--- config.mk ---
export PLATFORM = sky130hd
export DESIGN_NAME = result_store
export DESIGN_NICKNAME = d
export VERILOG_FILES = /design/src/bwt_pkg.sv /design/src/result_store.sv
export VERILOG_INCLUDE_DIRS = /design/src
export SDC_FILE = /design/constraint.sdc
export NUM_CORES = 1
export LEC_CHECK = 0
export ABC_AREA = 1
export ABC_CLOCK_PERIOD_IN_PS = 10600
export BUFFER_PORTS_ARGS = -buffer_cell sky130_fd_sc_hd__buf_2
export CORE_MARGIN = 2
export CORE_UTILIZATION = 25
export CTS_CLUSTER_SIZE = 14
export DETAILED_ROUTE_END_ITERATION = 16
export PLACE_DENSITY = 0.52
export SLEW_MARGIN = 20
export SYNTH_ARGS = -nofsm -noshare
export SYNTH_HDL_FRONTEND = slang
export SYNTH_SLANG_ARGS = --single-unit
--- constraint.sdc ---
create_clock -name clk_32ui_i -period 10.6 [get_ports clk_32ui_i]
set_input_delay 1.59 -clock clk_32ui_i [delete_from_list [all_inputs] [get_ports clk_32ui_i]]
set_output_delay 1.59 -clock clk_32ui_i [all_outputs]
set_load 0.02 [all_outputs]
--- src/smem_settings.svh ---
`ifndef SMEM_SETTINGS_SVH
`define SMEM_SETTINGS_SVH

// ------------------------------
// widths
`define SMEM_CL          512 // one load line
`define SMEM_IDX_W       32  // index position / occ count
`define SMEM_READ_NUM_W  6
`define SMEM_LEN_W       7   // read length and step count

// ------------------------------
// depths
`define SMEM_MAX_READ    64
`define SMEM_MAX_LEN     64  // bases per read
`define SMEM_RES_DEPTH   4

// ------------------------------
// occ requester ids
`define SMEM_ID_W        1
`define SMEM_ID_FWD      1'b0
`define SMEM_ID_BWD      1'b1

`endif

--- src/bwt_pkg.sv ---
`include "smem_settings.svh"

package bwt_pkg;

	// 2-bit nucleotide code, A C G T
	typedef logic [1:0] base_t;

	// suffix-array interval
	typedef struct packed {
		logic [`SMEM_IDX_W-1:0] k;
		logic [`SMEM_IDX_W-1:0] l;
	} interval_t;

	// one count per base, index is the base code
	typedef logic [3:0][`SMEM_IDX_W-1:0] occ_counts_t;

	typedef enum logic {
		DIR_FWD = 1'b0,
		DIR_BWD = 1'b1
	} dir_e;

	typedef logic [`SMEM_ID_W-1:0] req_id_t;

	// one word on the result stream
	typedef struct packed {
		logic [`SMEM_READ_NUM_W-1:0] read_num;
		dir_e                        dir;
		logic [`SMEM_LEN_W-1:0]      steps; // bases consumed
		logic [`SMEM_IDX_W-1:0]      k;
		logic [`SMEM_IDX_W-1:0]      l;
	} result_t;

endpackage

--- src/result_store.sv ---
`timescale 1ns/10ps
`include "smem_settings.svh"

module result_store (
	input  logic                      clk_32ui_i,
	input  logic                      rst_i,
	input  logic [`SMEM_READ_NUM_W:0] batch_size_i,

	input  logic                      fwd_valid_i,
	input  bwt_pkg::result_t          fwd_res_i,
	input  logic                      bwd_valid_i,
	input  bwt_pkg::result_t          bwd_res_i,

	output logic                      output_valid_o,
	output bwt_pkg::result_t          output_data_o,
	output logic                      output_finish_o
);

	localparam int PTR_W = $clog2(`SMEM_RES_DEPTH);
	localparam int CNT_W = PTR_W + 1;
	localparam int OUT_W = `SMEM_READ_NUM_W + 2; // up to twice the batch

	bwt_pkg::result_t fifo_q [`SMEM_RES_DEPTH];

	logic [PTR_W-1:0] wr_ptr_q;
	logic [PTR_W-1:0] wr_ptr_nx;
	logic [PTR_W-1:0] rd_ptr_q;
	logic [CNT_W-1:0] count_q;
	logic [CNT_W-1:0] push_n;
	logic             pop;
	logic [OUT_W-1:0] out_cnt_q;
	logic [OUT_W-1:0] out_total;

	assign wr_ptr_nx = wr_ptr_q + 1'b1;
	assign push_n    = CNT_W'(fwd_valid_i) + CNT_W'(bwd_valid_i);
	assign pop       = (count_q != '0);
	assign out_total = {batch_size_i, 1'b0};

	// ------------------------------
	// dual push, single pop
	always_ff @(posedge clk_32ui_i) begin
		if (fwd_valid_i)
			fifo_q[wr_ptr_q] <= fwd_res_i;
		if (bwd_valid_i)
			fifo_q[fwd_valid_i ? wr_ptr_nx : wr_ptr_q] <= bwd_res_i; // lands behind fwd
		if (pop)
			output_data_o <= fifo_q[rd_ptr_q];
	end

	always_ff @(posedge clk_32ui_i) begin
		if (rst_i) begin
			wr_ptr_q        <= '0;
			rd_ptr_q        <= '0;
			count_q         <= '0;
			output_valid_o  <= 1'b0;
			out_cnt_q       <= '0;
			output_finish_o <= 1'b0;
		end else begin
			wr_ptr_q       <= wr_ptr_q + push_n[PTR_W-1:0];
			rd_ptr_q       <= rd_ptr_q + PTR_W'(pop);
			count_q        <= count_q + push_n - CNT_W'(pop);
			output_valid_o <= pop;
			if (output_valid_o) begin
				out_cnt_q <= out_cnt_q + 1'b1;
				if ((out_cnt_q + 1'b1) == out_total)
					output_finish_o <= 1'b1; // all 2 x batch results out
			end
		end
	end

endmodule

[After elaboration in Yosys (flattened, before gate mapping)]
Memories as Yosys holds them, arrays and structs flattened. A register that Yosys moved wholly into a read port is not among the register bits.
Cells that the tools add are included.
Word-level totals
  bits of input ports: 167
  memory bits (writable): 312
  memories: 1
  output and inout bits: 80
  register bits: 17
Operators by class
  mux-type cells: 5
  $add $sub $neg: 7
  reductions and logical operators: 2
  eq/ne operators: 1
Memories
  fifo_q: words 4, bits a word 78, rd ports 1, clocked after memory_dff 1, wr ports 2, line result_store.sv:23  | bwt_pkg::result_t fifo_q [`SMEM_RES_DEPTH];
Operators by type and width (count)
  $add A8 B1 Y8 const B: 1
  $eq A8 B8 Y1: 1
  $mux W1: 4
  $add A3 B2 Y3: 1
  $reduce_bool A3 Y1: 1
  $sub A3 B1 Y3: 1
  $add A1 B1 Y2: 1
  $add A2 B1 Y2: 1
  $add A2 B1 Y2 const B: 1
  $add A2 B2 Y2: 1
  $mux W2: 1
  $reduce_and A2 Y1: 1

[Logic depth before layout (Yosys ltp)]
  depth in word-level cells: 3
  depth in mapped cells: 10

[Least setup slack after synthesis]
OpenSTA, ideal clock, no wires.
  path type: input-to-reg
  from: in fwd_valid_i
  to: mem fifo_q[1][0] in the netlist's numbering (enable)
  setup slack: 6205 ps
  stages: 6
  setup time: 781 ps
  buffers on the path: 2
  data arrival time: 3614 ps
  cells stage by stage: buf_6 > xnor2_4 > inv_2 > nand2_2 > clkbuf_1 > nand2_1
RTL lines
  start: declaration: line result_store.sv:9  | input logic fwd_valid_i,
  end: declaration: line result_store.sv:23

==> impl_metrics.toml <==
[synthesis]
ys_seq_area_share_pct = 65.3
yosysWarnings = 0
synthArstFlopShare_pct = 0
synth_edf_count = 390
ys.flop_type = "edfxtp_1"
synth_fp_nets = 1956
syn_area_um2 = 18400
yosysUniqueCellTypes = 29
synth.avg_cell_area_um2 = 10.4
synth-seq-cells = 407
synthCells = 1777

[critical_path]
critPathMaxStageDelay_ps = 790
cp.arrival_ps = 4270
critical-path-slowest-cell = "buf_4"
rr_worst_depth = 8
required_ps = 10790
path_class = "in2reg"
r2r_end = "fifo_q[1][44]"
r2r_start = "wr_ptr_q[0]"
rrSetupSlack_ps = 6830
crit_path_end = "fifo_q[1][44]"
cp_max_fo = 157
path_cells = "buf_2 > nand2_2 > o21ai_4 > nor2_4 > nand2_8 > nand2_4 > buf_4"
endpoint_kind = "flop"
critPathLaunch = "fwd_valid_i"
setup.worst_path.start_class = "input pin"

[grt]
gr-total-overflow = 0
grt_busiest_layer = "met2"
grt_max_degree = 158
grt_use_met3_pct = 2.89
antenna_found_initial = 9
grt_pass1_wl_um = 78300
grt_pass1_vias = 13274
gr-usage-met2_pct = 22.4
use_met1_pct = 17.7
grtUsageTotal_pct = 13.5

[floorplan]
fp-row-count = 99
io_pins = 247
die_area_um2 = 76000
die_w_um = 276
design.core.area_um2 = 73000
die_y_um = 276
start_util_pct = 25.3

[pwr]
power.density_nw_per_um2 = 254
ir_drop_mv = 0.139
leakagePower_nw = 8.63

[worst_hold_path]
min_from = "output_finish_o"
min_path_type = "reg2reg"

[clock_network]
cts_sinks = 407
cts_tree = "done"
cts_resized = 0
clk_latency_ps = 580
htree_levels = 2
postCtsSetupBuffers = 0
clock_tree.root_cell = "clkbuf_16"
clk_pin_slew_ps = 60
cts_buffers = 48
hold_buffers = 0
clockBufferDepth = 3

[timing]
skew_ps = 21.5
fmax_ghz = 0.245
hold_viol = 0
drv_slew = 0
min_period_ps = 4080
fin_crit_sh_pct = 38.5
setup_viol = 0
final.setup.tns_ps = 0
max_slew_margin_pct = 27.4
tightestPinTransition_ps = 1090
rsz0062_at_grt = "false"

[routing]
vias = 13594
ant_nets = 0
wl_um = 52400
drt_iter0_markers = 954
post-route-drc-count = 0
post_drt_wl_per_cell_um = 17.7
via_per_inst = 4.58
drtPass1Iterations = 5

[cells_and_area]
syn2layout_area_growth_pct = 18.7
final_core_util_pct = 30.0
n_fill_cell = 7468
mostFrequentLayoutCell = "edfxtp_1"
final_design_area_no_fill_um2 = 21900
nets = 2142
final_cell_mix = "edfxtp_1 (390), nand2_1 (348), o21ai_0 (285)"
drive_above_1_share_pct = 17.3

[run]
maxCapViolCount = 0

[run_status]
status = "finished clean"

[placed_design]
place_congestion = 0.739
port-buffer-count = 246
placed_cell_area_um2 = 20400
dpl.hpwl_um = 30500
==> final cells by class <==
class | count | area [um2] | share of cell area [%]
Antenna cell | 4 | 10.0 | 0.0457
Clock buffer | 54 | 1240 | 5.69
Clock inverter | 36 | 236 | 1.08
Inverter | 118 | 445 | 2.03
Multi-Input combinational cell | 1131 | 5370 | 24.5
Sequential cell | 407 | 12100 | 55.1
Tap cell | 959 | 1200 | 5.48
Timing Repair Buffer | 257 | 1330 | 6.07
==> power by group <==
part           switching, mW  total (mW)  internal (mW)
sequential             0.184        2.47           2.29
combinational           1.10        1.51          0.414
clock                  0.683        1.58          0.894
total                   1.96        5.56           3.60
==> critical path, delay by kind of cell <==
kind                   cells  cell delay (ps)
AO/OA/AOI/OAI              1               90
buffers and inverters      2              970
AND/OR/NAND/NOR            4             1550
==> synthesized netlist by cell type, types with 5 or more instances <==
cell	instances	share of area, %
a21oi_1	5	0.14
buf_2	44	1.2
buf_4	14	0.57
buf_6	14	0.85
clkbuf_1	48	0.98
dfxtp_1	17	1.8
edfxtp_1	390	63
ha_1	11	0.75
inv_1	117	2.4
nand2_1	352	7.2
nand3_1	20	0.54
nor2_1	171	3.5
o21ai_0	285	7.7
o21ai_1	190	5.2
o22ai_1	78	2.6
==> routing by layer <==
layer / part of all wire, % / wire [um] / vias up
li1: - / - / 6617
met1: 44 / 23000 / 6513
met2: 47 / 24900 / 371
met3: 6.3 / 3290 / 85
met4: 2.3 / 1210 / 8
met5: 0.11 / 56 / -
==> kinds of logic after synthesis <==
| kind of cell | share of synthesized area (%) |
|---|---|
| compound gates | 15.9 |
| simple gates | 11.5 |
| flops | 65.3 |
| fa+ha+maj | 0.855 |
| buf+inv | 6.02 |
| xor+xnor | 0.387 |
==> through the flow <==
stage / worst slack (ps) / power, mW / std cells / hold WS (ps)
after floorplan: 6210 / 3.46 / 1777 / 470
after global placement: 5490 / 4.02 / 2871 / 457
after detailed placement: 5430 / 4.06 / 2871 / 465
after CTS: 6050 / 5.66 / 2961 / 481
after global routing: 6260 / 5.88 / 2963 / 509
final: 6520 / 5.56 / 2966 / 467
==> registers in the layout (all words and copies together) (netlist names) <==
register	flops
out_cnt_q	8
output_data_o	78
rd_ptr_q	2
wr_ptr_q	2
count_q	3
output_valid_o	1
output_finish_o	1
fifo_q	312
==> worst min path at each step <==
stage | to | slack (ps) | cells past startpoint
floorplan | out_cnt_q[5] | 470 | 2
global placement | output_finish_o | 460 | 2
detailed placement | output_finish_o | 470 | 2
CTS | output_finish_o | 480 | 2
global route | output_finish_o | 510 | 2
finish | output_finish_o | 470 | 2
Note: power is estimated with default switching activity, not from simulation.
