$ cat src/smem_settings.svh
`ifndef SMEM_SETTINGS_SVH
`define SMEM_SETTINGS_SVH

// ------------------------------
// widths
`define SMEM_CL          512 // one load line
`define SMEM_IDX_W       32  // index position / occ count
`define SMEM_READ_NUM_W  6
`define SMEM_LEN_W       7   // read length and step count

// ------------------------------
// depths
`define SMEM_MAX_READ    64
`define SMEM_MAX_LEN     64  // bases per read
`define SMEM_RES_DEPTH   4

// ------------------------------
// occ requester ids
`define SMEM_ID_W        1
`define SMEM_ID_FWD      1'b0
`define SMEM_ID_BWD      1'b1

`endif

$ cat src/bwt_pkg.sv
`include "smem_settings.svh"

package bwt_pkg;

	// 2-bit nucleotide code, A C G T
	typedef logic [1:0] base_t;

	// suffix-array interval
	typedef struct packed {
		logic [`SMEM_IDX_W-1:0] k;
		logic [`SMEM_IDX_W-1:0] l;
	} interval_t;

	// one count per base, index is the base code
	typedef logic [3:0][`SMEM_IDX_W-1:0] occ_counts_t;

	typedef enum logic {
		DIR_FWD = 1'b0,
		DIR_BWD = 1'b1
	} dir_e;

	typedef logic [`SMEM_ID_W-1:0] req_id_t;

	// one word on the result stream
	typedef struct packed {
		logic [`SMEM_READ_NUM_W-1:0] read_num;
		dir_e                        dir;
		logic [`SMEM_LEN_W-1:0]      steps; // bases consumed
		logic [`SMEM_IDX_W-1:0]      k;
		logic [`SMEM_IDX_W-1:0]      l;
	} result_t;

endpackage

$ cat src/occ_arbiter.sv
`timescale 1ns/10ps
`include "smem_settings.svh"

module occ_arbiter (
	input  logic                   clk_32ui_i,
	input  logic                   rst_i,

	input  logic                   fwd_req_i,
	input  logic [`SMEM_IDX_W-1:0] fwd_pos_k_i,
	input  logic [`SMEM_IDX_W-1:0] fwd_pos_l_i,
	output logic                   fwd_gnt_o,
	output logic                   fwd_valid_o,

	input  logic                   bwd_req_i,
	input  logic [`SMEM_IDX_W-1:0] bwd_pos_k_i,
	input  logic [`SMEM_IDX_W-1:0] bwd_pos_l_i,
	output logic                   bwd_gnt_o,
	output logic                   bwd_valid_o,

	output logic                   dram_valid_o,
	output logic [`SMEM_IDX_W-1:0] addr_k_o,
	output logic [`SMEM_IDX_W-1:0] addr_l_o,
	output bwt_pkg::req_id_t       dram_id_o,

	input  logic                   dram_get_i,
	input  bwt_pkg::req_id_t       dram_id_i
);

	logic fwd_win;
	logic bwd_win;

	// a request still showing during its grant cycle is already served
	assign fwd_win = fwd_req_i && !fwd_gnt_o;
	assign bwd_win = bwd_req_i && !bwd_gnt_o && !fwd_win; // forward first

	always_ff @(posedge clk_32ui_i) begin
		if (rst_i) begin
			fwd_gnt_o    <= 1'b0;
			bwd_gnt_o    <= 1'b0;
			dram_valid_o <= 1'b0;
		end else begin
			fwd_gnt_o    <= fwd_win;
			bwd_gnt_o    <= bwd_win;
			dram_valid_o <= fwd_win || bwd_win;
		end
	end

	always_ff @(posedge clk_32ui_i) begin
		if (fwd_win || bwd_win) begin
			addr_k_o  <= fwd_win ? fwd_pos_k_i : bwd_pos_k_i;
			addr_l_o  <= fwd_win ? fwd_pos_l_i : bwd_pos_l_i;
			dram_id_o <= fwd_win ? `SMEM_ID_FWD : `SMEM_ID_BWD;
		end
	end

	// response routing by tag
	assign fwd_valid_o = dram_get_i && (dram_id_i == `SMEM_ID_FWD);
	assign bwd_valid_o = dram_get_i && (dram_id_i == `SMEM_ID_BWD);

endmodule

$ cat config.mk
export PLATFORM = sky130hd
export DESIGN_NAME = occ_arbiter
export DESIGN_NICKNAME = d
export VERILOG_FILES = /design/src/bwt_pkg.sv /design/src/occ_arbiter.sv
export VERILOG_INCLUDE_DIRS = /design/src
export SDC_FILE = /design/constraint.sdc
export NUM_CORES = 1
export LEC_CHECK = 0
export BUFFER_PORTS_ARGS = -buffer_cell sky130_fd_sc_hd__buf_2
export CAP_MARGIN = 20
export CORE_MARGIN = 8
export CORE_UTILIZATION = 30
export CTS_CLUSTER_DIAMETER = 80
export CTS_CLUSTER_SIZE = 20
export DETAILED_ROUTE_END_ITERATION = 8
export HOLD_SLACK_MARGIN = 0.05
export RECOVER_POWER = 25
export SYNTH_ARGS = -nofsm -noshare
export SYNTH_HDL_FRONTEND = slang
export SYNTH_SLANG_ARGS = --single-unit
export TNS_END_PERCENT = 50
$ cat constraint.sdc
create_clock -name clk_32ui_i -period 3.5 [get_ports clk_32ui_i]
set_input_delay 0.35 -clock clk_32ui_i [delete_from_list [all_inputs] [get_ports clk_32ui_i]]
set_output_delay 0.35 -clock clk_32ui_i [all_outputs]
set_load 0.1 [all_outputs]
==> Word-level counts from Yosys, hierarchy flattened <==
Cells that the tools add are included.
{ "word_totals": {"regBits": 68, "word_cells": 19, "output_inout_bits": 70, "input_bits": 134} }
{ "op_classes": {"mux": 3, "n_bitwise": 1, "n_reduce_logical": 9} }
{ "ops": {"columns": ["cell", "n"], "rows": [
  ["$mux 32", 2],
  ["$logic_and 1x1->1", 5],
  ["$logic_not 1->1", 3],
  ["$logic_or 1x1->1", 1],
  ["$mux 1", 1],
  ["$not 1->1", 1]
]} }

==> Longest topological paths before layout <==
Gate-level depths: netlist of run 1.
{ "logic_depth": {"depth_word": 5, "mapped_depth": 5, "depth_no_buf": 2} }

==> Worst setup path after synthesis of run 1 <==
Ideal clock, no wire load.
{ "synth_timing": {"kind": "reg-to-reg", "from": "register fwd_gnt_o", "to": "register addr_k_o[0] (enable)", "required_ns": 2.802, "t_arrival_ns": 2.660, "setup_ns": 0.698, "stages_incl_launch_ff": 6, "setup_slack_ns": 0.142, "path_buffers": 3, "synth_period_minus_slack_ns": 3.358, "cell_sequence": "dfxtp_1 -> nand2b_4 -> buf_6 -> buf_6 -> buf_6 -> nand2_1"} }
{ "synth_via": {"elab_chain_cells": 5} }
{ "synth_lines": {"columns": ["element", "line_no", "source"], "rows": [
  ["start: declaration", "occ_arbiter.sv:11", "output logic fwd_gnt_o,"],
  ["start signal: assignment", "occ_arbiter.sv:42", "fwd_gnt_o <= fwd_win;"],
  ["$logic_not 1->1 *", "occ_arbiter.sv:33", "assign fwd_win = fwd_req_i && !fwd_gnt_o;"],
  ["$logic_and 1x1->1 *", "occ_arbiter.sv:33", null],
  ["$logic_not 1->1", "occ_arbiter.sv:34", "assign bwd_win = bwd_req_i && !bwd_gnt_o && !fwd_win;"],
  ["$logic_and 1x1->1", "occ_arbiter.sv:34", null],
  ["$logic_or 1x1->1 *", "occ_arbiter.sv:49", "if (fwd_win || bwd_win) begin"],
  ["end signal: assignment", "occ_arbiter.sv:50", "addr_k_o <= fwd_win ? fwd_pos_k_i : bwd_pos_k_i;"],
  ["end: declaration", "occ_arbiter.sv:21", "output logic [`SMEM_IDX_W-1:0] addr_k_o,"]
]} }
Every way passes the cells marked *; elsewhere a longest branch is shown, timed or not.
A chain may end at the register's enable or synchronous reset.

==> Final worst setup path of run 1 <==
{ "layout_timing": {"from": "register fwd_gnt_o", "to": "register addr_l_o[20] (enable)"} }
{ "layout_via": {"elab_chain_cells": 5} }
{ "layout_lines": {"columns": ["element", "line_no", "source"], "rows": [
  ["$logic_not 1->1 *", "occ_arbiter.sv:33", null],
  ["$logic_and 1x1->1 *", "occ_arbiter.sv:33", null],
  ["$logic_not 1->1", "occ_arbiter.sv:34", null],
  ["$logic_and 1x1->1", "occ_arbiter.sv:34", null],
  ["$logic_or 1x1->1 *", "occ_arbiter.sv:49", null],
  ["end signal: assignment", "occ_arbiter.sv:51", "addr_l_o <= fwd_win ? fwd_pos_l_i : bwd_pos_l_i;"],
  ["end: declaration", "occ_arbiter.sv:22", "output logic [`SMEM_IDX_W-1:0] addr_l_o,"]
]} }
Marks and branches as above.

==> impl_metrics.json, run 1 <==
{
  "status": "finished with violations",
  "violations": "max-capacitance violations, max-slew violations",
  "dr.pass1.iters": 4,
  "power_density_mw_per_mm2": 609,
  "path_delay_family": "simple AND/OR/NAND/NOR gates",
  "hold_viol_final": 0,
  "syn_avg_cell_area_um2": 19.3,
  "regArea_mm2": 0.00201,
  "grt_pass1_wl_um": 11400,
  "fp-row-count": 35,
  "root_buffer": "clkbuf_8",
  "final_max_slew_viol_count": 70,
  "worstSkewPairLatency_ns": 0.33,
  "yosysSeqAreaShare": 0.703,
  "fin_worst_skew_ns": 0.00492,
  "dp.cells": 474,
  "place.gp.congestion": 0.716,
  "hold_class": "input port to flip-flop",
  "place_area_mm2": 0.00400,
  "timing.final.ws_setup_ns": 1.12,
  "min_period_over_period": 0.681,
  "slowest_delay_ns": 0.94,
  "initial_utilization": 0.310,
  "num_vias": 1997,
  "grt_overflow": 0,
  "hpwl_um": 6080,
  "crit_path_end_kind": "flip-flop",
  "drt_iter0_drc": 50,
  "vias_per_cell": 4.08,
  "clock_path_buffers": 2,
  "p_leak_nw": 1.76,
  "synth_largest_area_cell": "edfxtp_1",
  "drt_wl_total_um": 7660,
  "path_cells": "nand2b_2, nand2_2, buf_4",
  "fill_cells": 886,
  "synth_edf_count": 65,
  "setup_viol": 0,
  "antenna_found_initial": 0,
  "synth_area_mm2": 0.00286,
  "diodes": 0,
  "worst_pin_slew_ns": 1.62,
  "hold_buffers": 0,
  "multi_input_area_um2": 790,
  "synth.most_common_cell": "edfxtp_1",
  "synth-async-reset-ratio": 0,
  "rsz0062_at_grt": "no",
  "fin_crit_ns": 2.38,
  "coreArea_mm2": 0.00924,
  "die-width_um": 114,
  "cts_tree": "built",
  "fin_nets": 490,
  "synthTopCellsByArea": "edfxtp_1 68%, mux2_2 23%, mux2_4 2.6%",
  "io_buffers": 203,
  "syn2layout_area_growth_pct": 44.8,
  "dp_slack_ns": 1.46,
  "ys_ff_latch": 68,
  "cts.sinks": 68,
  "cts_setup_buffers": 0,
  "fmaxAchievable_mhz": 420,
  "criticalPathCategory": "flip-flop to flip-flop",
  "ys_types": 14,
  "synthesis.nets": 282,
  "pin_count": 204,
  "worstPathBufferInverterCount": 1,
  "cts_made_buffers": 9,
  "synth_common_cells": "65 x edfxtp_1, 59 x mux2_2, 5 x buf_2, 5 x mux2_4",
  "postRouteAntennaNets": 0,
  "fin_area_mm2": 0.00414,
  "tns_ns": 0,
  "dieArea_mm2": 0.0129,
  "cts_resized": 0,
  "ys.flop_type": "edfxtp_1",
  "crit_slowest_cell": "nand2b_2",
  "die_y_um": 114,
  "grt_start_max_net_pins": 70,
  "htree_levels": 3,
  "hold_ws_ns": 0.203,
  "cp_max_fo": 69,
  "layout-drive-gt1-share": 0.659,
  "path_clk_slew_ns": 0.07,
  "syn_inst": 148,
  "drc_errors": 0,
  "p_total_mw": 2.52,
  "cap_viol_max_count": 1,
  "crit_required_ns": 3.47,
  "yosys_warnings": 0,
  "final_util": 0.448,
  "grt_use_total": 0.114,
  "start_kind": "flip-flop",
  "peakVddDrop_uv": 272,
  "yosysTopAreaCellShare": 0.682,
  "grt_pass1_vias": 2354,
  "crit_arrival_ns": 2.36,
  "instances_no_fill": 490,
  "relSlewSlack": -0.0822,
  "avgRoutedWirePerCell_um": 15.6
}
[layer usage]
layer	GRT usage	vias to the layer above	wire (um)
li1	-	987	-
met2	0.200	113	3860
met1	0.104	886	2700
met3	0.0745	11	995
met5	0	-	0
met4	0.0373	0	103
[layout by cell type (no fill, tap or decap), types with 2 or more instances in the layout]
cell type and instances:
clkbuf_8 9, dfxtp_1 3, clkbuf_1 48, buf_2 157
mux2_2 59, buf_4 2, mux2_4 5, edfxtp_1 65
bufinv_16 2
[cell type report]
cell class,count,area share
Clock inverter,5,0.0184
Tap cell,129,0.0389
Sequential cell,68,0.486
Multi-Input combinational cell,72,0.191
Clock buffer,11,0.0317
Timing Repair Buffer,205,0.235
[state kept, by name, indices dropped and copies added, names as in the netlist]
name / flops
addr_l_o: 32
addr_k_o: 32
fwd_gnt_o: 1
bwd_gnt_o: 1
dram_valid_o: 1
dram_id_o: 1
[where the power goes]
group	switching, mW	internal [mW]
logic	0.681	0.158
registers	0.0183	0.989
clock network	0.279	0.398
[cell families after synthesis]
kind of cell           share of synthesized area
DFF                                        0.703
muxes                                      0.258
buffers and inverters                     0.0205
and+or+nand+nor                           0.0166
AOI/OAI and AO/OA                        0.00175
[final timing paths]
| path | start | depth (start not counted) | end | slack [ns] |
|---|---|---|---|---|
| max | fwd_gnt_o | 3 | addr_l_o[20] | 1.12 |
| min | rst_i | 2 | dram_valid_o | 0.20 |
| max reg2reg | fwd_gnt_o | 3 | addr_l_o[20] | 1.12 |
| min reg2reg | bwd_gnt_o | 2 | bwd_gnt_o | 0.61 |
No activity file was read; power rests on OpenSTA's default activity.
==> run 2: changes to the inputs <==
--- a/config.mk
+++ b/config.mk
@@ -6,6 +6,7 @@
 export SDC_FILE = /design/constraint.sdc
 export NUM_CORES = 1
 export LEC_CHECK = 0
+export ABC_AREA = 1
 export BUFFER_PORTS_ARGS = -buffer_cell sky130_fd_sc_hd__buf_2
 export CAP_MARGIN = 20
 export CORE_MARGIN = 8
==> constraint.sdc (replaced) <==
create_clock -name clk_32ui_i -period 2.3 [get_ports clk_32ui_i]
set_input_delay 0.23 -clock clk_32ui_i [delete_from_list [all_inputs] [get_ports clk_32ui_i]]
set_output_delay 0.23 -clock clk_32ui_i [all_outputs]
set_load 0.1 [all_outputs]
==> run 2 against run 1 <==
Compared with the run above:
- wire length grew 25%
- die area grew 9.5%
- non-clock buffer count grew 4
- count of clock-buffer cells in the layout shrank 2
- largest cell class unchanged
- clock power grew 36%
- highest routed layer unchanged
- combinational power grew 62%
- critical endpoint is now addr_l_o[31]
- core utilization shrank 3.7 points
- synthesized cell count grew 99%
- the flow now finishes without violations
- synthesized area grew 11%
==> impl_metrics.json, run 2 <==
{
  "status": "finished, final reports clean",
  "grt_pass1_wl_um": 15000,
  "start_kind": "flip-flop",
  "yosysTopAreaCellShare": 0.614,
  "final_common_cell": "buf_2",
  "fin_crit_ns": 1.80,
  "synth.most_common_cell": "nand2_1",
  "drt_wl_total_um": 9550,
  "synthTopCellsByArea": "edfxtp_1 61%, nand2_1 15%, nand3_1 10%",
  "synth_compound_area_frac": 0.00157,
  "ff2ff_setup_slack_ns": 0.78,
  "dr.pass1.iters": 4,
  "die_y_um": 119,
  "power_frac_comb": 0.355,
  "hold_buffers": 1,
  "dp_slack_ns": 0.803,
  "path_delay_family": "buffers and inverters",
  "synthAdderAreaFrac": 0,
  "fin_worst_skew_ns": 0.00779,
  "final_max_slew_viol_count": 0,
  "timing.rr.end": "addr_l_o[0]",
  "fill_cells": 1075,
  "p_total_mw": 3.83,
  "crit_path_end_kind": "output port",
  "grt_pass1_vias": 2991,
  "syn2layout_area_growth_pct": 33.7,
  "worstPathBufferInverterCount": 1,
  "path_cells": "clkbuf_1",
  "crit_required_ns": 2.07,
  "cts_tree": "built",
  "holdPathEnd": "addr_k_o[18]",
  "drc_errors": 0,
  "cts.sinks": 68,
  "syn_inst": 295,
  "vias_per_cell": 4.44,
  "criticalPathCategory": "flip-flop to output port",
  "avgRoutedWirePerCell_um": 15.0,
  "synth_area_mm2": 0.00318,
  "timing.final.ws_setup_ns": 0.500,
  "pin_count": 204,
  "synth_mux_area_frac": 0,
  "crit_slowest_cell": "clkbuf_1",
  "num_vias": 2820,
  "synth_common_cells": "125 x nand2_1, 65 x edfxtp_1, 64 x nand3_1",
  "ys.flop_type": "edfxtp_1",
  "switching_share": 0.426,
  "p_leak_nw": 2.08,
  "cts_made_buffers": 9,
  "synth_xor_area_frac": 0,
  "cts_resized": 0,
  "synth_top_family_by_area": "simple AND/OR/NAND/NOR gates",
  "clock_path_buffers": 2,
  "reg_top3": "addr_k_o: 32 flops, addr_l_o: 32 flops",
  "diodes": 0,
  "crit_arrival_ns": 1.57,
  "whs_path_depth": 3,
  "multi_input_area_um2": 863,
  "net-switching-power_mw": 1.63,
  "ys_ff_latch": 68,
  "rsz0062_at_grt": "no",
  "fin_nets": 628,
  "tns_ns": 0,
  "regArea_mm2": 0.00201,
  "yosys_warnings": 0,
  "hold_class": "input port to flip-flop",
  "cp_max_fo": 1,
  "htree_levels": 3,
  "grt_use_total": 0.131,
  "cts_setup_buffers": 0,
  "synth-simple-area-share": 0.269,
  "peakVddDrop_uv": 397,
  "grt_start_max_net_pins": 65,
  "io_buffers": 203,
  "dieArea_mm2": 0.0141,
  "fp-row-count": 37,
  "drt_iter0_drc": 81,
  "setup_viol": 0,
  "place.gp.congestion": 0.783,
  "power_density_mw_per_mm2": 901,
  "synth_edf_count": 65,
  "die-width_um": 119,
  "yosysSeqAreaShare": 0.633,
  "syn_avg_cell_area_um2": 10.8,
  "coreArea_mm2": 0.0103,
  "synthesis.nets": 429,
  "min_period_over_period": 0.783,
  "relSlewSlack": 0.169,
  "slowest_delay_ns": 0.91,
  "postRouteAntennaNets": 0,
  "fmaxAchievable_mhz": 556,
  "antenna_found_initial": 0,
  "power.internal_mw": 2.20,
  "synth-async-reset-ratio": 0,
  "initial_utilization": 0.308,
  "final_cell_mix": "157 x buf_2, 124 x nand2_1, 65 x edfxtp_1",
  "synth_largest_area_cell": "edfxtp_1",
  "reg2regPathDepth": 4,
  "root_buffer": "clkbuf_8",
  "ys_types": 13,
  "worstSkewPairLatency_ns": 0.33,
  "hold_start": "bwd_pos_k_i[18]",
  "clock_power_share": 0.241,
  "worstReg2RegStart": "fwd_gnt_o",
  "cap_viol_max_count": 0,
  "hpwl_um": 7210,
  "p_seq_frac": 0.404,
  "hold_viol_final": 0,
  "layout-drive-gt1-share": 0.367,
  "worst_pin_slew_ns": 1.25,
  "grt_overflow": 0,
  "path_clk_slew_ns": 0.07
}
-- run 2: worst max-delay path by stage --
stage	start	to	slack (ns)	cells past startpoint
final	addr_l_o[31]	addr_l_o[31]	0.50	1
after global routing	addr_l_o[31]	addr_l_o[31]	0.44	1
after CTS	fwd_gnt_o	addr_l_o[0]	0.79	4
after detailed placement	fwd_gnt_o	addr_k_o[25]	0.80	4
after global placement	fwd_gnt_o	addr_k_o[27]	0.82	4
after floorplan	bwd_gnt_o	addr_k_o[0]	0.03	3
-- run 2: worst register-to-register path: stages, from the launching register on --
cell     delay, ns
dfxtp_1       0.31
inv_1         0.10
nand2_4       0.20
nand2_2       0.12
buf_4         0.41
-- run 2: routing by layer --
layer | GRT usage | part of all wire | up-vias
li1 | - | - | 1392
met1 | 0.143 | 0.39 | 1268
met2 | 0.214 | 0.48 | 142
met3 | 0.0572 | 0.099 | 18
met4 | 0.0672 | 0.024 | 0
met5 | 0 | 0 | -
-- run 2: cell families after synthesis --
family,after synthesis
compound gates,1
buf+inv,26
flops,68
simple gates,200
-- run 2: power by group through the flow --
stage / registers [mW] / logic [mW] / clock network [mW]
6_report: 1.55 / 1.36 / 0.922
3_5_place_dp: 1.58 / 1.39 / 0
4_1_cts: 1.55 / 1.40 / 0.969
3_3_place_gp: 1.57 / 1.39 / 0
5_1_grt: 1.56 / 1.42 / 1.02
2_1_floorplan: 2.49 / 0.236 / 0
-- run 2: cell type report --
cell class	count	area share
clock buffers	9	0.0291
clock inverters	7	0.0135
inverters	5	0.00441
multi-input cells	201	0.203
flip-flops and latches	68	0.473
well taps	136	0.0400
repair buffers	209	0.237
-- run 2: stage by stage --
stage	hold slack, ns	std cells	cell area [um^2]	util
floorplan	0.295	295	3180	-
global placement	0.417	618	4120	0.399
detailed placement	0.415	618	4120	0.399
CTS	0.126	635	4310	0.418
global route	0.133	635	4250	0.412
finish	0.153	635	4250	0.412
