File: src/smem_settings.svh
`ifndef SMEM_SETTINGS_SVH
`define SMEM_SETTINGS_SVH

// ------------------------------
// widths
`define SMEM_CL          512 // one load line
`define SMEM_IDX_W       32  // index position / occ count
`define SMEM_READ_NUM_W  6
`define SMEM_LEN_W       7   // read length and step count

// ------------------------------
// depths
`define SMEM_MAX_READ    64
`define SMEM_MAX_LEN     64  // bases per read
`define SMEM_RES_DEPTH   4

// ------------------------------
// occ requester ids
`define SMEM_ID_W        1
`define SMEM_ID_FWD      1'b0
`define SMEM_ID_BWD      1'b1

`endif

File: src/bwt_pkg.sv
`include "smem_settings.svh"

package bwt_pkg;

	// 2-bit nucleotide code, A C G T
	typedef logic [1:0] base_t;

	// suffix-array interval
	typedef struct packed {
		logic [`SMEM_IDX_W-1:0] k;
		logic [`SMEM_IDX_W-1:0] l;
	} interval_t;

	// one count per base, index is the base code
	typedef logic [3:0][`SMEM_IDX_W-1:0] occ_counts_t;

	typedef enum logic {
		DIR_FWD = 1'b0,
		DIR_BWD = 1'b1
	} dir_e;

	typedef logic [`SMEM_ID_W-1:0] req_id_t;

	// one word on the result stream
	typedef struct packed {
		logic [`SMEM_READ_NUM_W-1:0] read_num;
		dir_e                        dir;
		logic [`SMEM_LEN_W-1:0]      steps; // bases consumed
		logic [`SMEM_IDX_W-1:0]      k;
		logic [`SMEM_IDX_W-1:0]      l;
	} result_t;

endpackage

File: src/load_pkg.sv
`include "smem_settings.svh"

package load_pkg;

	localparam int PARAM_PAD_W = `SMEM_CL - 6 * `SMEM_IDX_W;
	localparam int READ_PAD_W  = `SMEM_CL - `SMEM_READ_NUM_W - `SMEM_LEN_W - 2 * `SMEM_MAX_LEN;

	// first line of a batch, primary sits in the low bits
	typedef struct packed {
		logic [PARAM_PAD_W-1:0]      pad;
		logic [3:0][`SMEM_IDX_W-1:0] l2;      // base offsets, l2[0] lowest
		logic [`SMEM_IDX_W-1:0]      seq_len;
		logic [`SMEM_IDX_W-1:0]      primary;
	} param_line_t;

	// every later line, base 0 in the low bits
	typedef struct packed {
		logic [READ_PAD_W-1:0]                  pad;
		bwt_pkg::base_t [`SMEM_MAX_LEN-1:0]     bases;
		logic [`SMEM_LEN_W-1:0]                 len;
		logic [`SMEM_READ_NUM_W-1:0]            read_num;
	} read_line_t;

	// same 512 bits, meaning depends on line order
	typedef union packed {
		param_line_t params;
		read_line_t  read;
	} load_line_u;

	typedef struct packed {
		logic [`SMEM_READ_NUM_W-1:0]        read_num;
		logic [`SMEM_LEN_W-1:0]             len;
		bwt_pkg::base_t [`SMEM_MAX_LEN-1:0] bases;
	} read_entry_t;

	typedef struct packed {
		logic [`SMEM_IDX_W-1:0]      primary;
		logic [`SMEM_IDX_W-1:0]      seq_len;
		logic [3:0][`SMEM_IDX_W-1:0] l2;
	} index_params_t;

endpackage

File: src/bwt_extender.sv
`timescale 1ns/10ps
`include "smem_settings.svh"

module bwt_extender #(
	parameter bwt_pkg::dir_e DIR = bwt_pkg::DIR_FWD
) (
	input  logic                        clk_32ui_i,
	input  logic                        rst_i,
	input  logic                        start_i,
	input  logic [`SMEM_READ_NUM_W:0]   batch_size_i,
	input  load_pkg::index_params_t     params_i,

	output logic [`SMEM_READ_NUM_W-1:0] read_idx_o,
	input  load_pkg::read_entry_t       read_i,

	output logic                        occ_req_o,
	output logic [`SMEM_IDX_W-1:0]      occ_pos_k_o,
	output logic [`SMEM_IDX_W-1:0]      occ_pos_l_o,
	input  logic                        occ_gnt_i,
	input  logic                        occ_valid_i,
	input  bwt_pkg::occ_counts_t        occ_k_i,
	input  bwt_pkg::occ_counts_t        occ_l_i,

	output logic                        res_valid_o,
	output bwt_pkg::result_t            res_o
);

	localparam int BI_W = $clog2(`SMEM_MAX_LEN);

	typedef enum logic [2:0] {S_IDLE, S_INIT, S_REQ, S_WAIT, S_DONE} state_e;

	state_e                    state_q;
	logic [`SMEM_READ_NUM_W:0] idx_q;
	logic [`SMEM_LEN_W-1:0]    steps_q;
	bwt_pkg::interval_t        ivl_q;
	bwt_pkg::interval_t        ivl_nx;
	logic [`SMEM_LEN_W-1:0]    bwd_sel;
	logic [`SMEM_LEN_W-1:0]    base_sel;
	bwt_pkg::base_t            base_raw;
	bwt_pkg::base_t            base_c;
	logic                      empty_nx;
	logic                      last_base;
	logic                      last_read;

	// query position skips the primary row
	function automatic logic [`SMEM_IDX_W-1:0] occ_pos(
		input logic [`SMEM_IDX_W-1:0] x,
		input logic [`SMEM_IDX_W-1:0] primary
	);
		return (x > primary) ? x - 1'b1 : x;
	endfunction

	// ------------------------------
	// base select, by direction
	assign bwd_sel  = read_i.len - steps_q - 1'b1; // walk from the tail
	assign base_sel = (DIR == bwt_pkg::DIR_FWD) ? steps_q : bwd_sel;
	assign base_raw = read_i.bases[base_sel[BI_W-1:0]];
	assign base_c   = (DIR == bwt_pkg::DIR_FWD) ? 2'd3 - base_raw : base_raw;

	assign ivl_nx.k  = params_i.l2[base_c] + occ_k_i[base_c];
	assign ivl_nx.l  = params_i.l2[base_c] + occ_l_i[base_c];
	assign empty_nx  = (ivl_nx.l <= ivl_nx.k);
	assign last_base = ((steps_q + 1'b1) == read_i.len);
	assign last_read = ((idx_q + 1'b1) == batch_size_i);

	assign read_idx_o  = idx_q[`SMEM_READ_NUM_W-1:0];
	assign occ_req_o   = (state_q == S_REQ); // held until granted
	assign occ_pos_k_o = occ_pos(ivl_q.k, params_i.primary);
	assign occ_pos_l_o = occ_pos(ivl_q.l, params_i.primary);

	// ------------------------------
	// read walk FSM
	always_ff @(posedge clk_32ui_i) begin
		if (rst_i) begin
			state_q     <= S_IDLE;
			idx_q       <= '0;
			res_valid_o <= 1'b0;
		end else begin
			res_valid_o <= 1'b0;
			case (state_q)
				S_IDLE: if (start_i)
					state_q <= (batch_size_i == '0) ? S_DONE : S_INIT;
				S_INIT: begin
					if (read_i.len == '0) begin // nothing to walk
						res_valid_o <= 1'b1;
						idx_q       <= idx_q + 1'b1;
						state_q     <= last_read ? S_DONE : S_INIT;
					end else begin
						state_q <= S_REQ;
					end
				end
				S_REQ: if (occ_gnt_i)
					state_q <= S_WAIT;
				S_WAIT: if (occ_valid_i) begin
					if (empty_nx || last_base) begin
						res_valid_o <= 1'b1;
						idx_q       <= idx_q + 1'b1;
						state_q     <= last_read ? S_DONE : S_INIT;
					end else begin
						state_q <= S_REQ;
					end
				end
				S_DONE: state_q <= S_DONE; // batch finished
				default: state_q <= S_IDLE;
			endcase
		end
	end

	// interval, step count and result word
	always_ff @(posedge clk_32ui_i) begin
		if (state_q == S_INIT) begin
			ivl_q.k        <= '0;
			ivl_q.l        <= params_i.seq_len;
			steps_q        <= '0;
			res_o.read_num <= read_i.read_num;
			res_o.dir      <= DIR;
			res_o.steps    <= '0;
			res_o.k        <= '0;
			res_o.l        <= params_i.seq_len;
		end else if (state_q == S_WAIT && occ_valid_i) begin
			res_o.read_num <= read_i.read_num;
			res_o.dir      <= DIR;
			if (empty_nx) begin // keep the last non-empty interval
				res_o.steps <= steps_q;
				res_o.k     <= ivl_q.k;
				res_o.l     <= ivl_q.l;
			end else begin
				ivl_q       <= ivl_nx;
				steps_q     <= steps_q + 1'b1;
				res_o.steps <= steps_q + 1'b1;
				res_o.k     <= ivl_nx.k;
				res_o.l     <= ivl_nx.l;
			end
		end
	end

endmodule

File: config.mk
export PLATFORM = sky130hd
export DESIGN_NAME = bwt_extender
export DESIGN_NICKNAME = d
export VERILOG_FILES = /design/src/bwt_pkg.sv /design/src/load_pkg.sv /design/src/bwt_extender.sv
export VERILOG_INCLUDE_DIRS = /design/src
export SDC_FILE = /design/constraint.sdc
export NUM_CORES = 1
export LEC_CHECK = 0
export ABC_AREA = 1
export BUFFER_PORTS_ARGS = -buffer_cell sky130_fd_sc_hd__buf_2
export CORE_AREA = 2 2 296 298
export CTS_CLUSTER_DIAMETER = 80
export CTS_CLUSTER_SIZE = 8
export DETAILED_ROUTE_END_ITERATION = 10
export DIE_AREA = 0 0 298 300
export SLEW_MARGIN = 20
export SYNTH_ARGS = -nofsm -noshare
export SYNTH_HDL_FRONTEND = slang
export SYNTH_SLANG_ARGS = --single-unit
File: constraint.sdc
create_clock -name clk_32ui_i -period 9.7 [get_ports clk_32ui_i]
set_clock_uncertainty 0.05 [all_clocks]
set_input_delay 0 -clock clk_32ui_i [delete_from_list [all_inputs] [get_ports clk_32ui_i]]
set_output_delay 0 -clock clk_32ui_i [all_outputs]
set_load 0.05 [all_outputs]
Word level (Yosys, flattened, before mapping). Cells that the tools add are included.

Register bits after elaboration: 159. Latch bits: 0. Memory bits (writable): 0. Bits in read-only memories: 0. Input port bits: 601. Logic and storage cells: 78. Memories kept: 0.

Add/subtract/negate cells: 7. Multiply operators: 0. Div/mod/pow operators: 0. Order comparisons: 5. Eq/ne operators: 12. Shift operators: 0. Mux-type cells: 32. Bitwise operators: 1. Reduce and logical (&&, ||, !) cells: 11.

Operators with widths (number): two-way mux 32 bit (8); binary-select mux 32 bit (select 2 bit) (3); two-way mux 78 bit (2); two-way mux 71 bit (1); adder 32 bit (2); > comparator 32 bit (2); subtractor 32 x 1 -> 32 bit (second input constant) (2); <= comparator 32 bit (1); two-way mux 3 bit (7); two-way mux 7 bit (3); one-hot mux 3 bit (5 select lines) (1); adder 7 x 1 -> 7 bit (second input constant) (2); == test 7 bit (2); zero test 7 bit (2); one-hot mux 7 bit (2 select lines) (1); binary-select mux 2 bit (select 6 bit) (1); != test 2 bit (second input constant) (4); less-than comparator 6 x 7 -> 1 bit (second input constant) (1); == test 3 x 2 -> 1 bit (second input constant) (2); != test 2 x 1 -> 1 bit (second input constant) (2); AND reduction 2 bit (2); AND reduction 4 bit (1); nonzero test 2 bit (2); == test 3 x 1 -> 1 bit (second input constant) (1); other kinds (11) (13).

Logic depth before layout (Yosys ltp). Gate-level depths: netlist of run 1.

Depth after elaboration: 11. Mapped depth: 46.

Worst setup path before layout of run 1. OpenSTA, ideal clock, no wires.

Kind: flip-flop to flip-flop. Start: reg steps_q[0], in the netlist base_sel[0]. End: reg ivl_q[0] in the netlist's numbering, enable pin. Library setup time: 0.377 ns. Arrival: 5.727 ns. Data required time: 9.273 ns. Slack: 3.546 ns. Cell stages (with the launch flop): 44. Buffers on the path: 5. Clock period less this slack: 6.154 ns. Path through: dfxtp_1 -> buf_6 -> inv_6 -> buf_6 -> nand2_1 -> nand3_1 -> nand3_1 -> nand2_1 -> nand2_1 -> nand3_1 -> nand3_2 -> nand2_2 -> inv_2 -> buf_2 -> buf_2 -> nor2_1 -> o22ai_1 -> ha_1 -> [8 not listed] -> nand3_1 -> nand2_1 -> nand2_1 -> nand2_1 -> xor2_1 -> inv_1 -> ha_1 -> nand4_1 -> inv_1 -> nand2_1 -> nor4_1 -> nand2_1 -> nand2_1 -> nand2_1 -> nor2_1 -> nor2_1 -> inv_1 -> buf_2.

Cells in the longest elaborated chain, start to end: 9. Elaborated cells on any way between the ends: 14.

Ends and longest elaborated chain: start: declaration (line bwt_extender.sv:34) `` logic [`SMEM_LEN_W-1:0] steps_q; ``; start signal: assignment (line bwt_extender.sv:129) `steps_q <= steps_q + 1'b1;`; binary-select mux 2 bit (select 6 bit) * (line bwt_extender.sv:57) `assign base_raw = read_i.bases[base_sel[BI_W-1:0]];`; two-way mux 2 bit (not written as such) * (line bwt_extender.sv:57); subtractor 2 bit * (line bwt_extender.sv:58) `assign base_c = (DIR == bwt_pkg::DIR_FWD) ? 2'd3 - base_raw : base_raw;`; binary-select mux 32 bit (select 2 bit) (on tied branches) (line bwt_extender.sv:60, bwt_extender.sv:61); two-way mux 32 bit (on tied branches) (line bwt_extender.sv:60, bwt_extender.sv:61); adder 32 bit (on tied branches) (line bwt_extender.sv:61, bwt_extender.sv:60); <= comparator 32 bit * (line bwt_extender.sv:62) `assign empty_nx = (ivl_nx.l <= ivl_nx.k);`; != test 2 x 1 -> 1 bit (no line) *; AND reduction 2 bit (no line) *; end signal: assignment (line bwt_extender.sv:128) `ivl_q <= ivl_nx;`; end: declaration (line bwt_extender.sv:35) `bwt_pkg::interval_t ivl_q;`.

Every way passes the cells marked *; elsewhere a longest branch is shown, timed or not. The select of a mux whose other input is x is not followed. A chain may end at the register's enable or synchronous reset.

Worst setup path in the final report of run 1.
Start: reg steps_q[1], in the netlist base_sel[1]. End: reg ivl_q[17] in the netlist's numbering, enable pin.

Same word-level chain as after synthesis.

==> results of run 1 <==
worst paths after layout:
path,start,to,slack [ps],cells after the start
hold / removal,read_i[134],idx_q[4],210,5
hold reg to reg,res_o[69],res_o[69],430,2
setup reg to reg,base_sel[1],ivl_q[17],1510,29
setup / recovery,base_sel[1],ivl_q[17],1510,29
sequential cells by signal (all words and copies together), names as in the netlist:
signal and cells:
res_o 77, base_sel 7, ivl_q 64, res_valid_o 1, state_q 3, idx_q 7
metrics by stage:
stage	instance area (um^2)	util	hold slack, ps	instances
floorplan	18670	-	19.07	2968
global placement	23420	0.2716	165.8	4762
detailed placement	23420	0.2716	164.4	4762
CTS	24440	0.2835	242.5	4837
global route	24450	0.2837	299.4	4842
finish	24450	0.2837	214.4	4842
what timing repair did:
action,in CTS,in global routing
buffers inserted,0,0
endpoints found under the hold margin,80,0
hold buffers,44,0
logic make-up after synthesis:
group	count (synthesis)
simple gates	1457
other cells	1
buf+inv	448
compound gates	612
fa+ha+maj	164
xor+xnor	127
flops	159
layer usage:
layer / routed length [um] / GRT usage
met5: 79 / 0
met4: 2849 / 0.06090
met3: 6846 / 0.02637
met2: 49510 / 0.3788
met1: 44280 / 0.2872
cells in the mapped netlist, types with 35 or more instances:
master	n
nand2_1	784
nor2_1	330
inv_1	298
nand3_1	243
o21ai_0	228
ha_1	162
a21oi_1	151
xor2_1	102
dfxtp_1	89
edfxtp_1	70
o22ai_1	59
buf_2	50
clkbuf_1	48
a32oi_1	38
nand4_1	38
o221ai_1	36
o211ai_1	35
worst reg2reg max path, delay by kind of cell, from the launching register on:
kind / cells / cell delay [ps]
adder cells (fa/ha/maj): 2 / 600
buffers and inverters: 6 / 2710
AND/OR/NAND/NOR: 14 / 2190
XOR/XNOR: 1 / 550
flip-flops: 1 / 520
AO/OA/AOI/OAI: 6 / 1250
final cells by class:
class / instances / area (um^2)
Antenna cell: 5 / 12.51
Multi-Input combinational cell: 2361 / 12920
Inverter: 310 / 1174
Tap cell: 1155 / 1445
Clock inverter: 8 / 75.07
Fill cell: 9819 / 61760
Sequential cell: 159 / 3885
Timing Repair Buffer: 821 / 4437
Clock buffer: 23 / 510.5
==> results.sh, run 1 <==
export IMPL_via_per_inst=4.905
export IMPL_fin_setup_tns_ps=0
export IMPL_clockBufferDepth=2
export IMPL_synthTopCellsByArea="nand2_1, edfxtp_1, ha_1, dfxtp_1, nor2_1"
export IMPL_cp_data_arrival_time_ps=8260
export IMPL_slowest_delay_ps=700
export IMPL_rows=108
export IMPL_synth_compound_area_frac=0.1958
export IMPL_synth_seq_cells=159
export IMPL_fin_crit_sh=0.8442
export IMPL_cts_tree="done"
export IMPL_worstMarginPinSlew_ps=1004
export IMPL_synth_xor_xnor_area_share=0.05958
export IMPL_slowest_stage="buf_4"
export IMPL_critPathKind="flop to flop"
export IMPL_cts_htree_levels=4
export IMPL_synthAdderAreaFrac=0.1107
export IMPL_start_kind="flop"
export IMPL_final_cell_mix="nand2_1, buf_2, nor2_1"
export IMPL_cts_resized=0
export IMPL_ys_seq_area_frac=0.2080
export IMPL_setup_violations=0
export IMPL_start_util=0.2165
export IMPL_cp_data_required_time_ps=9770
export IMPL_status="complete, no violations"
export IMPL_drc=0
export IMPL_synth_top_area_frac=0.1576
export IMPL_track_usage=0.2194
export IMPL_synth_top_family_by_area="simple AND/OR/NAND/NOR gates"
export IMPL_worstSkewPairLatency_ps=440
export IMPL_hold_viol_final=0
export IMPL_gp_congestion=0.9651
export IMPL_antenna_found_initial=24
export IMPL_cap_violations=0
export IMPL_yosysTopAreaCell="nand2_1"
export IMPL_pin_count=751
export IMPL_syn_area_um2=18670
export IMPL_cts_root_buf="clkbuf_16"
export IMPL_ys_flop_type="dfxtp_1"
export IMPL_finalCriticalPeriod_ps=8188
export IMPL_ant_nets=0
export IMPL_synthMuxAreaShare=0
export IMPL_cpMostUsedCell="nand3_1"
export IMPL_crit_family="buffers and inverters"
export IMPL_synth_nets=3733
export IMPL_portBuffers=749
export IMPL_die_w_um=298
export IMPL_path_buf_inv=6
export IMPL_hold_path_class="input pin to flop"
export IMPL_fmax_mhz=122.1
export IMPL_wl_mm=103.6
export IMPL_dieArea_um2=89400
export IMPL_layout_drive_gt1_share=0.2311
export IMPL_grt_pass1_vias=22280
export IMPL_synth_simple_area_share=0.3232
export IMPL_maxSlewViolCount=0
export IMPL_layout_commonest_cell="nand2_1"
export IMPL_maxSlewHeadroom=0.3300
export IMPL_detail_route_wl_per_cell_um=21.39
export IMPL_rsz0062_at_grt="no"
export IMPL_vias=23750
export IMPL_synth_edf_count=70
export IMPL_yosysWarningCount=0
export IMPL_cts_buffers=17
export IMPL_clock_sinks=159
export IMPL_cp_max_fo=79
export IMPL_ys_async_sr_fraction=0
export IMPL_nets=4435
export IMPL_die_h_um=300
export IMPL_grt_overflow_total=0
export IMPL_hpwl_mm=88.62
export IMPL_drt_iter0_markers=2014
export IMPL_grt_pass1_wl_mm=146.6
export IMPL_synthCells=2968
export IMPL_first_pass_iters=6
export IMPL_post_place_ws_ps=1569
export IMPL_synth_cell_types=54
export IMPL_grt_max_degree=129
export IMPL_area_delta_synth_final_pct=31.00
export IMPL_clkTransAtPathRegs_ps=70
export IMPL_fin_ws_ps=1512
export IMPL_fp_coreArea_um2=86210
export IMPL_endpoint_kind="flop"
export IMPL_synth_avg_cell_area_um2=6.290
Power of run 1 is not shown: default switching activity piles up to over one toggle a cycle in this logic, so the estimate is an artifact.
==> run 2: changes to the inputs <==
ABC_AREA = 0   (was 1)
CORE_AREA = 2 2 294 296   (was 2 2 296 298)
DIE_AREA = 0 0 296 298   (was 0 0 298 300)
clock period = 8.5 ns   (was 9.7 ns; I/O delays follow)
==> run 2 against run 1 <==
  * Die area decreased by 1.3%
  * Maximum frequency is 1.2% higher
  * Final cell count shrank 17%
  * Design area decreased by 1.5%
  * Setup slack worse by 1100 ps
  * Synthesized area down 6.6%
==> results.sh, run 2 <==
export IMPL_die_w_um=296
export IMPL_maxSlewHeadroom=0.3081
export IMPL_grt_max_degree=80
export IMPL_drt_iter0_markers=1256
export IMPL_gp_congestion=0.9522
export IMPL_r2r_setup_slack_ps=410
export IMPL_synth_edf_count=70
export IMPL_path_buf_inv=6
export IMPL_nets=3642
export IMPL_via_per_inst=4.786
export IMPL_synth_nets=2879
export IMPL_vias=19320
export IMPL_die_h_um=298
export IMPL_syn_area_um2=17440
export IMPL_pin_count=751
export IMPL_start_kind="flop"
export IMPL_first_pass_iters=5
export IMPL_cp_data_arrival_time_ps=8390
export IMPL_area_delta_synth_final_pct=38.11
export IMPL_final_cell_mix="buf_2, a21oi_1, nand2_1"
export IMPL_yosysTopAreaCell="edfxtp_1"
export IMPL_setup_violations=0
export IMPL_clkTransAtPathRegs_ps=70
export IMPL_rows=107
export IMPL_yosysWarningCount=0
export IMPL_endpoint_kind="flop"
export IMPL_yosysMostFrequentCell="a21oi_1"
export IMPL_synth_common_cells="a21oi_1, nand2_1, ha_1"
export IMPL_hold_end="state_q[2]"
export IMPL_fin_crit_sh=0.9520
export IMPL_antenna_found_initial=18
export IMPL_clockBufferDepth=2
export IMPL_ys_flop_type="dfxtp_1"
export IMPL_maxSlewViolCount=0
export IMPL_portBuffers=749
export IMPL_grt_pass1_wl_mm=127.8
export IMPL_synth_cell_types=70
export IMPL_fmax_mhz=123.6
export IMPL_synthCells=2114
export IMPL_grt_overflow_total=0
export IMPL_detail_route_wl_per_cell_um=22.82
export IMPL_wl_mm=92.13
export IMPL_critPathKind="flop to flop"
export IMPL_grt_pass1_vias=18450
export IMPL_fin_cells=4037
export IMPL_dieArea_um2=88210
export IMPL_track_usage=0.1995
export IMPL_hold_path_class="input pin to flop"
export IMPL_wl_met3_mm=5.750
export IMPL_min_from="batch_size_i[5]"
export IMPL_cp_max_fo=57
export IMPL_wl_met2_mm=43.30
export IMPL_rr_startpoint="base_sel[0]"
export IMPL_hpwl_mm=78.88
export IMPL_p_leak_nw=11.10
export IMPL_largest_register_ffs=77
export IMPL_wl_met1_mm=41.45
export IMPL_holdPathStages=6
export IMPL_finalPower_mw=12.13
export IMPL_status="complete, no violations"
export IMPL_drc=0
export IMPL_layout_drive_gt1_share=0.3294
export IMPL_max_flop_register="res_o"
export IMPL_cts_root_buf="clkbuf_16"
export IMPL_cts_tree="done"
export IMPL_layout_commonest_cell="buf_2"
export IMPL_ant_nets=0
export IMPL_cp_data_required_time_ps=8800
export IMPL_cts_htree_levels=4
export IMPL_clock_sinks=159
export IMPL_crit_family="multiplexers"
export IMPL_ys_async_sr_fraction=0
export IMPL_largestRegisters="res_o x77, ivl_q x64"
export IMPL_cts_buffers=17
export IMPL_ys_seq_area_frac=0.2227
export IMPL_maxUsedRoutingLayer="met5"
export IMPL_rr_worst_depth=32
export IMPL_synth_seq_cells=159
export IMPL_cpMostUsedCell="buf_12"
export IMPL_hold_viol_final=0
export IMPL_ir_drop_uv=553.5
export IMPL_synthTopCellsByArea="edfxtp_1, ha_1, dfxtp_1, mux2i_1, a21oi_1"
export IMPL_start_util=0.2055
export IMPL_place_inst=3956
export IMPL_fin_setup_tns_ps=0
export IMPL_slowest_delay_ps=550
export IMPL_worstMarginPinSlew_ps=1032
export IMPL_power_density_nw_per_um2=503.7
export IMPL_r2r_end="idx_q[5]"
export IMPL_cap_violations=0
export IMPL_synth_top_area_frac=0.1205
export IMPL_slowest_stage="or3b_2"
export IMPL_worstSkewPairLatency_ps=460
export IMPL_finalCriticalPeriod_ps=8092
export IMPL_fp_coreArea_um2=84880
export IMPL_fillCellCount=9274
export IMPL_synth_avg_cell_area_um2=8.251
-- run 2: changes by cell type in the layout (fill, tap and decap cells not counted), sizes merged, moves of 49 or more --
cell,before,now
nor2b,0,104
o21ai,247,119
o22ai,59,2
xnor2,25,87
nor2,332,111
a21o,8,76
nand3,246,67
mux2i,0,139
a21oi,151,200
nand2,786,180
a211oi,6,112
inv,312,83
-- run 2: cell type report --
cell class | count | area (um^2) | share of cell area
Multi-Input combinational cell | 1752 | 12940 | 0.5371
Timing Repair Buffer | 871 | 4951 | 0.2055
Sequential cell | 159 | 3887 | 0.1614
Tap cell | 1144 | 1431 | 0.05942
Clock buffer | 18 | 439.2 | 0.01823
Inverter | 76 | 289.0 | 0.01200
Clock inverter | 14 | 145.1 | 0.006025
Antenna cell | 3 | 7.507 | 0.0003116
-- run 2: worst max path at each step --
stage           startpoint       end  slack (ps)  depth (start not counted)
3_3_place_gp   base_sel[0]  idx_q[3]         200                         35
2_1_floorplan  base_sel[2]  ivl_q[0]          60                         32
5_1_grt        base_sel[0]  idx_q[3]         -20                         34
4_1_cts        base_sel[0]  idx_q[3]          90                         34
3_5_place_dp   base_sel[0]  idx_q[3]         130                         35
6_report       base_sel[0]  idx_q[5]         410                         32
-- run 2: worst reg2reg max path, delay by kind of cell (launching register included) --
| family | cells | cell delay (ps) |
|---|---|---|
| AO/OA/AOI/OAI | 11 | 2060 |
| XOR/XNOR | 1 | 180 |
| adder cells (fa/ha/maj) | 2 | 760 |
| buffers and inverters | 6 | 960 |
| flip-flops | 1 | 410 |
| multiplexers | 6 | 2100 |
| AND/OR/NAND/NOR | 6 | 1470 |
-- run 2: logic make-up after synthesis --
| family | synth area share |
|---|---|
| simple gates | 0.1871 |
| compound gates | 0.2199 |
| buf+inv | 0.04548 |
| mux | 0.1308 |
| fa+ha+maj | 0.1185 |
| flops | 0.2227 |
| xor+xnor | 0.07532 |
| other cells | 0.0002150 |
-- run 2: power breakdown --
part           total [mW]  switching (mW)  internal [mW]  leakage (nW)
Clock               0.779           0.380          0.399         0.287
Sequential           1.55           0.373           1.18          1.38
Combinational        9.80            6.27           3.53          9.43
Total                12.1            7.02           5.11          11.1
-- run 2: routing by layer --
metal	GRT usage	vias to the layer above
met5	0	-
met4	0.04089	4
met3	0.02589	77
met2	0.3344	764
met1	0.2722	9141
li1	-	9336
-- run 2: timing repair --
action	4_1_cts	5_1_grt
buffers inserted	0	0
hold endpoints to repair	79	0
resized for setup	0	28
hold buffers	45	0
endpoints found under the setup margin	0	150
-- run 2: through the flow --
step | hold slack, ps | cell area (um^2) | util | worst slack, ps
after floorplan | 135.7 | 17450 | - | 60.60
after global placement | 226.2 | 22900 | 0.2698 | 196.5
after detailed placement | 229.8 | 22900 | 0.2698 | 129.5
after CTS | 2.836 | 23940 | 0.2820 | 93.45
after global routing | 55.00 | 24090 | 0.2838 | -23.90
final | 25.23 | 24090 | 0.2838 | 407.8
Power figures use the tool's default switching activity.
==> run 3: changes to the inputs <==
clock period = 10.1 ns   (was 8.5 ns; I/O delays follow)
==> run 3 against run 2 <==
  * Non-clock buffer count is 32 lower
  * Critical path depth is 1 lower
  * First-iteration DRC count is 16% higher
  * Maximum frequency is 11% lower
  * Sequential cell count stayed put
  * Largest cell class unchanged
  * Largest power group unchanged
==> results.sh, run 3 (synthesis results as in run 2) <==
export IMPL_status="complete, no violations"
export IMPL_finalCriticalPeriod_ps=9130
export IMPL_multi_input_area_um2=12840
export IMPL_slowest_stage="dfxtp_1"
export IMPL_clockPowerShare=0.070
export IMPL_track_usage=0.2008
export IMPL_fp_coreArea_um2=84880
export IMPL_clockBufferDepth=2
export IMPL_post_place_ws_ps=1255
export IMPL_largestRegisters="res_o x77, ivl_q x64"
export IMPL_portBuffers=749
export IMPL_final_cell_mix="buf_2, a21oi_1, nand2_1"
export IMPL_rsz0062_at_grt="no"
export IMPL_fmax_mhz=109.5
export IMPL_first_pass_iters=6
export IMPL_layout_commonest_cell="buf_2"
export IMPL_max_flop_register="res_o"
export IMPL_critPathKind="flop to flop"
export IMPL_drt_iter0_markers=1456
export IMPL_fillCellCount=9319
export IMPL_r2r_setup_slack_ps=970
export IMPL_die_w_um=296
export IMPL_cp_data_arrival_time_ps=9260
export IMPL_grt_pass1_vias=18230
export IMPL_dieArea_um2=88210
export IMPL_cts_buffers=17
export IMPL_crit_start="base_sel[2]"
export IMPL_seq_area_um2=3885
export IMPL_maxUsedRoutingLayer="met5"
export IMPL_fin_crit_sh=0.9040
export IMPL_worstSkewPairLatency_ps=470
export IMPL_cp_endpoint="res_o[25]"
export IMPL_cp_data_required_time_ps=10230
export IMPL_ir_drop_uv=450.2
export IMPL_p_sw_mw=5.853
export IMPL_worstMarginPinSlew_ps=931.1
export IMPL_die_h_um=298
export IMPL_cts_root_buf="clkbuf_16"
export IMPL_setup_violations=0
export IMPL_vias=19350
export IMPL_cts_tree="done"
export IMPL_largest_register_ffs=77
export IMPL_rr_startpoint="base_sel[2]"
export IMPL_r2r_end="res_o[25]"
export IMPL_grt_max_degree=74
export IMPL_hpwl_mm=79.01
export IMPL_maxSlewViolCount=0
export IMPL_start_kind="flop"
export IMPL_gp_congestion=0.9623
export IMPL_drc=0
export IMPL_rows=107
export IMPL_hold_viol_final=0
export IMPL_wl_met3_mm=6.537
export IMPL_cpMostUsedCell="buf_4"
export IMPL_fin_setup_tns_ps=0
export IMPL_pin_count=751
export IMPL_area_delta_synth_final_pct=35.82
export IMPL_nets=3610
export IMPL_via_per_inst=4.826
export IMPL_swShare=0.5970
export IMPL_power_frac_comb=0.797
export IMPL_clock_sinks=159
export IMPL_ant_nets=0
export IMPL_fin_ws_ps=969.6
export IMPL_cp_max_fo=73
export IMPL_start_util=0.2055
export IMPL_slowest_delay_ps=850
export IMPL_cap_violations=0
export IMPL_p_leak_nw=10.91
export IMPL_wl_mm=92.19
export IMPL_maxSlewHeadroom=0.3793
export IMPL_grt_pass1_wl_mm=127.9
export IMPL_detail_route_wl_per_cell_um=22.99
export IMPL_endpoint_kind="flop"
export IMPL_rr_worst_depth=31
export IMPL_grt_overflow_total=0
export IMPL_layout_drive_gt1_share=0.3142
export IMPL_hold_path_class="input pin to flop"
export IMPL_power_density_nw_per_um2=413.9
export IMPL_p_int_mw=3.951
export IMPL_post_cts_buffers=0
export IMPL_wl_met1_mm=40.53
export IMPL_sequentialPowerShare=0.134
export IMPL_antenna_found_initial=21
export IMPL_clkTransAtPathRegs_ps=80
export IMPL_cts_htree_levels=4
export IMPL_wl_met2_mm=43.75
## run 3: per-stage QoR
stage / cells / area (um^2) / total power, mW / utilization / hold slack, ps
final: 4010 / 23690 / 9.804 / 0.2791 / 54.88
after detailed placement: 3924 / 22590 / 9.151 / 0.2662 / 231.2
after global placement: 3924 / 22590 / 9.134 / 0.2662 / 225.9
after CTS: 4002 / 23670 / 9.884 / 0.2789 / 36.67
after global routing: 4005 / 23680 / 10.60 / 0.2790 / 95.05
after floorplan: 2114 / 17440 / 6.400 / - / 135.7
## run 3: final cells by class
class / instances / share of cell area
flip-flops and latches: 159 / 0.1640
repair buffers: 839 / 0.1948
clock buffers: 17 / 0.01796
clock inverters: 15 / 0.007975
inverters: 76 / 0.01209
multi-input cells: 1752 / 0.5419
well taps: 1144 / 0.06042
diodes: 8 / 0.0008450
## run 3: how the worst min path moves through the flow
stage | start | endpoint | slack, ps | cells past startpoint
after floorplan | rst_i | state_q[2] | 140 | 3
after detailed placement | read_i[136] | res_o[73] | 230 | 2
after CTS | occ_gnt_i | res_valid_o | 40 | 6
after global placement | read_i[138] | res_o[75] | 230 | 2
after global routing | batch_size_i[6] | state_q[0] | 100 | 5
final | occ_gnt_i | res_valid_o | 50 | 6
## run 3: routing by layer
layer	vias to the layer above	track usage
met5	-	0
met4	6	0.04137
met3	68	0.03387
met2	792	0.3364
met1	9193	0.2692
li1	9293	-
## run 3: what timing repair did
| item | 4_1_cts | 5_1_grt |
|---|---|---|
| endpoints found under the setup margin | 0 | 0 |
| hold endpoints to repair | 80 | 0 |
| hold buffers | 46 | 0 |
| resized for setup | 0 | 0 |
## run 3: worst max-delay path, delay by kind of cell (launching register included)
kind	cells	cell delay [ps]
XOR/XNOR	1	370
multiplexers	3	1010
AO/OA/AOI/OAI	10	2300
buffers and inverters	7	1570
AND/OR/NAND/NOR	8	1740
flip-flops	1	850
adder cells (fa/ha/maj)	2	760
## run 3: power by group through the flow
stage | sequential [mW] | combinational [mW] | clock, mW
2_1_floorplan | 1.51 | 4.89 | 0
3_3_place_gp | 1.31 | 7.82 | 0
3_5_place_dp | 1.31 | 7.84 | 0
4_1_cts | 1.30 | 7.89 | 0.696
5_1_grt | 1.33 | 8.56 | 0.718
6_report | 1.31 | 7.81 | 0.682
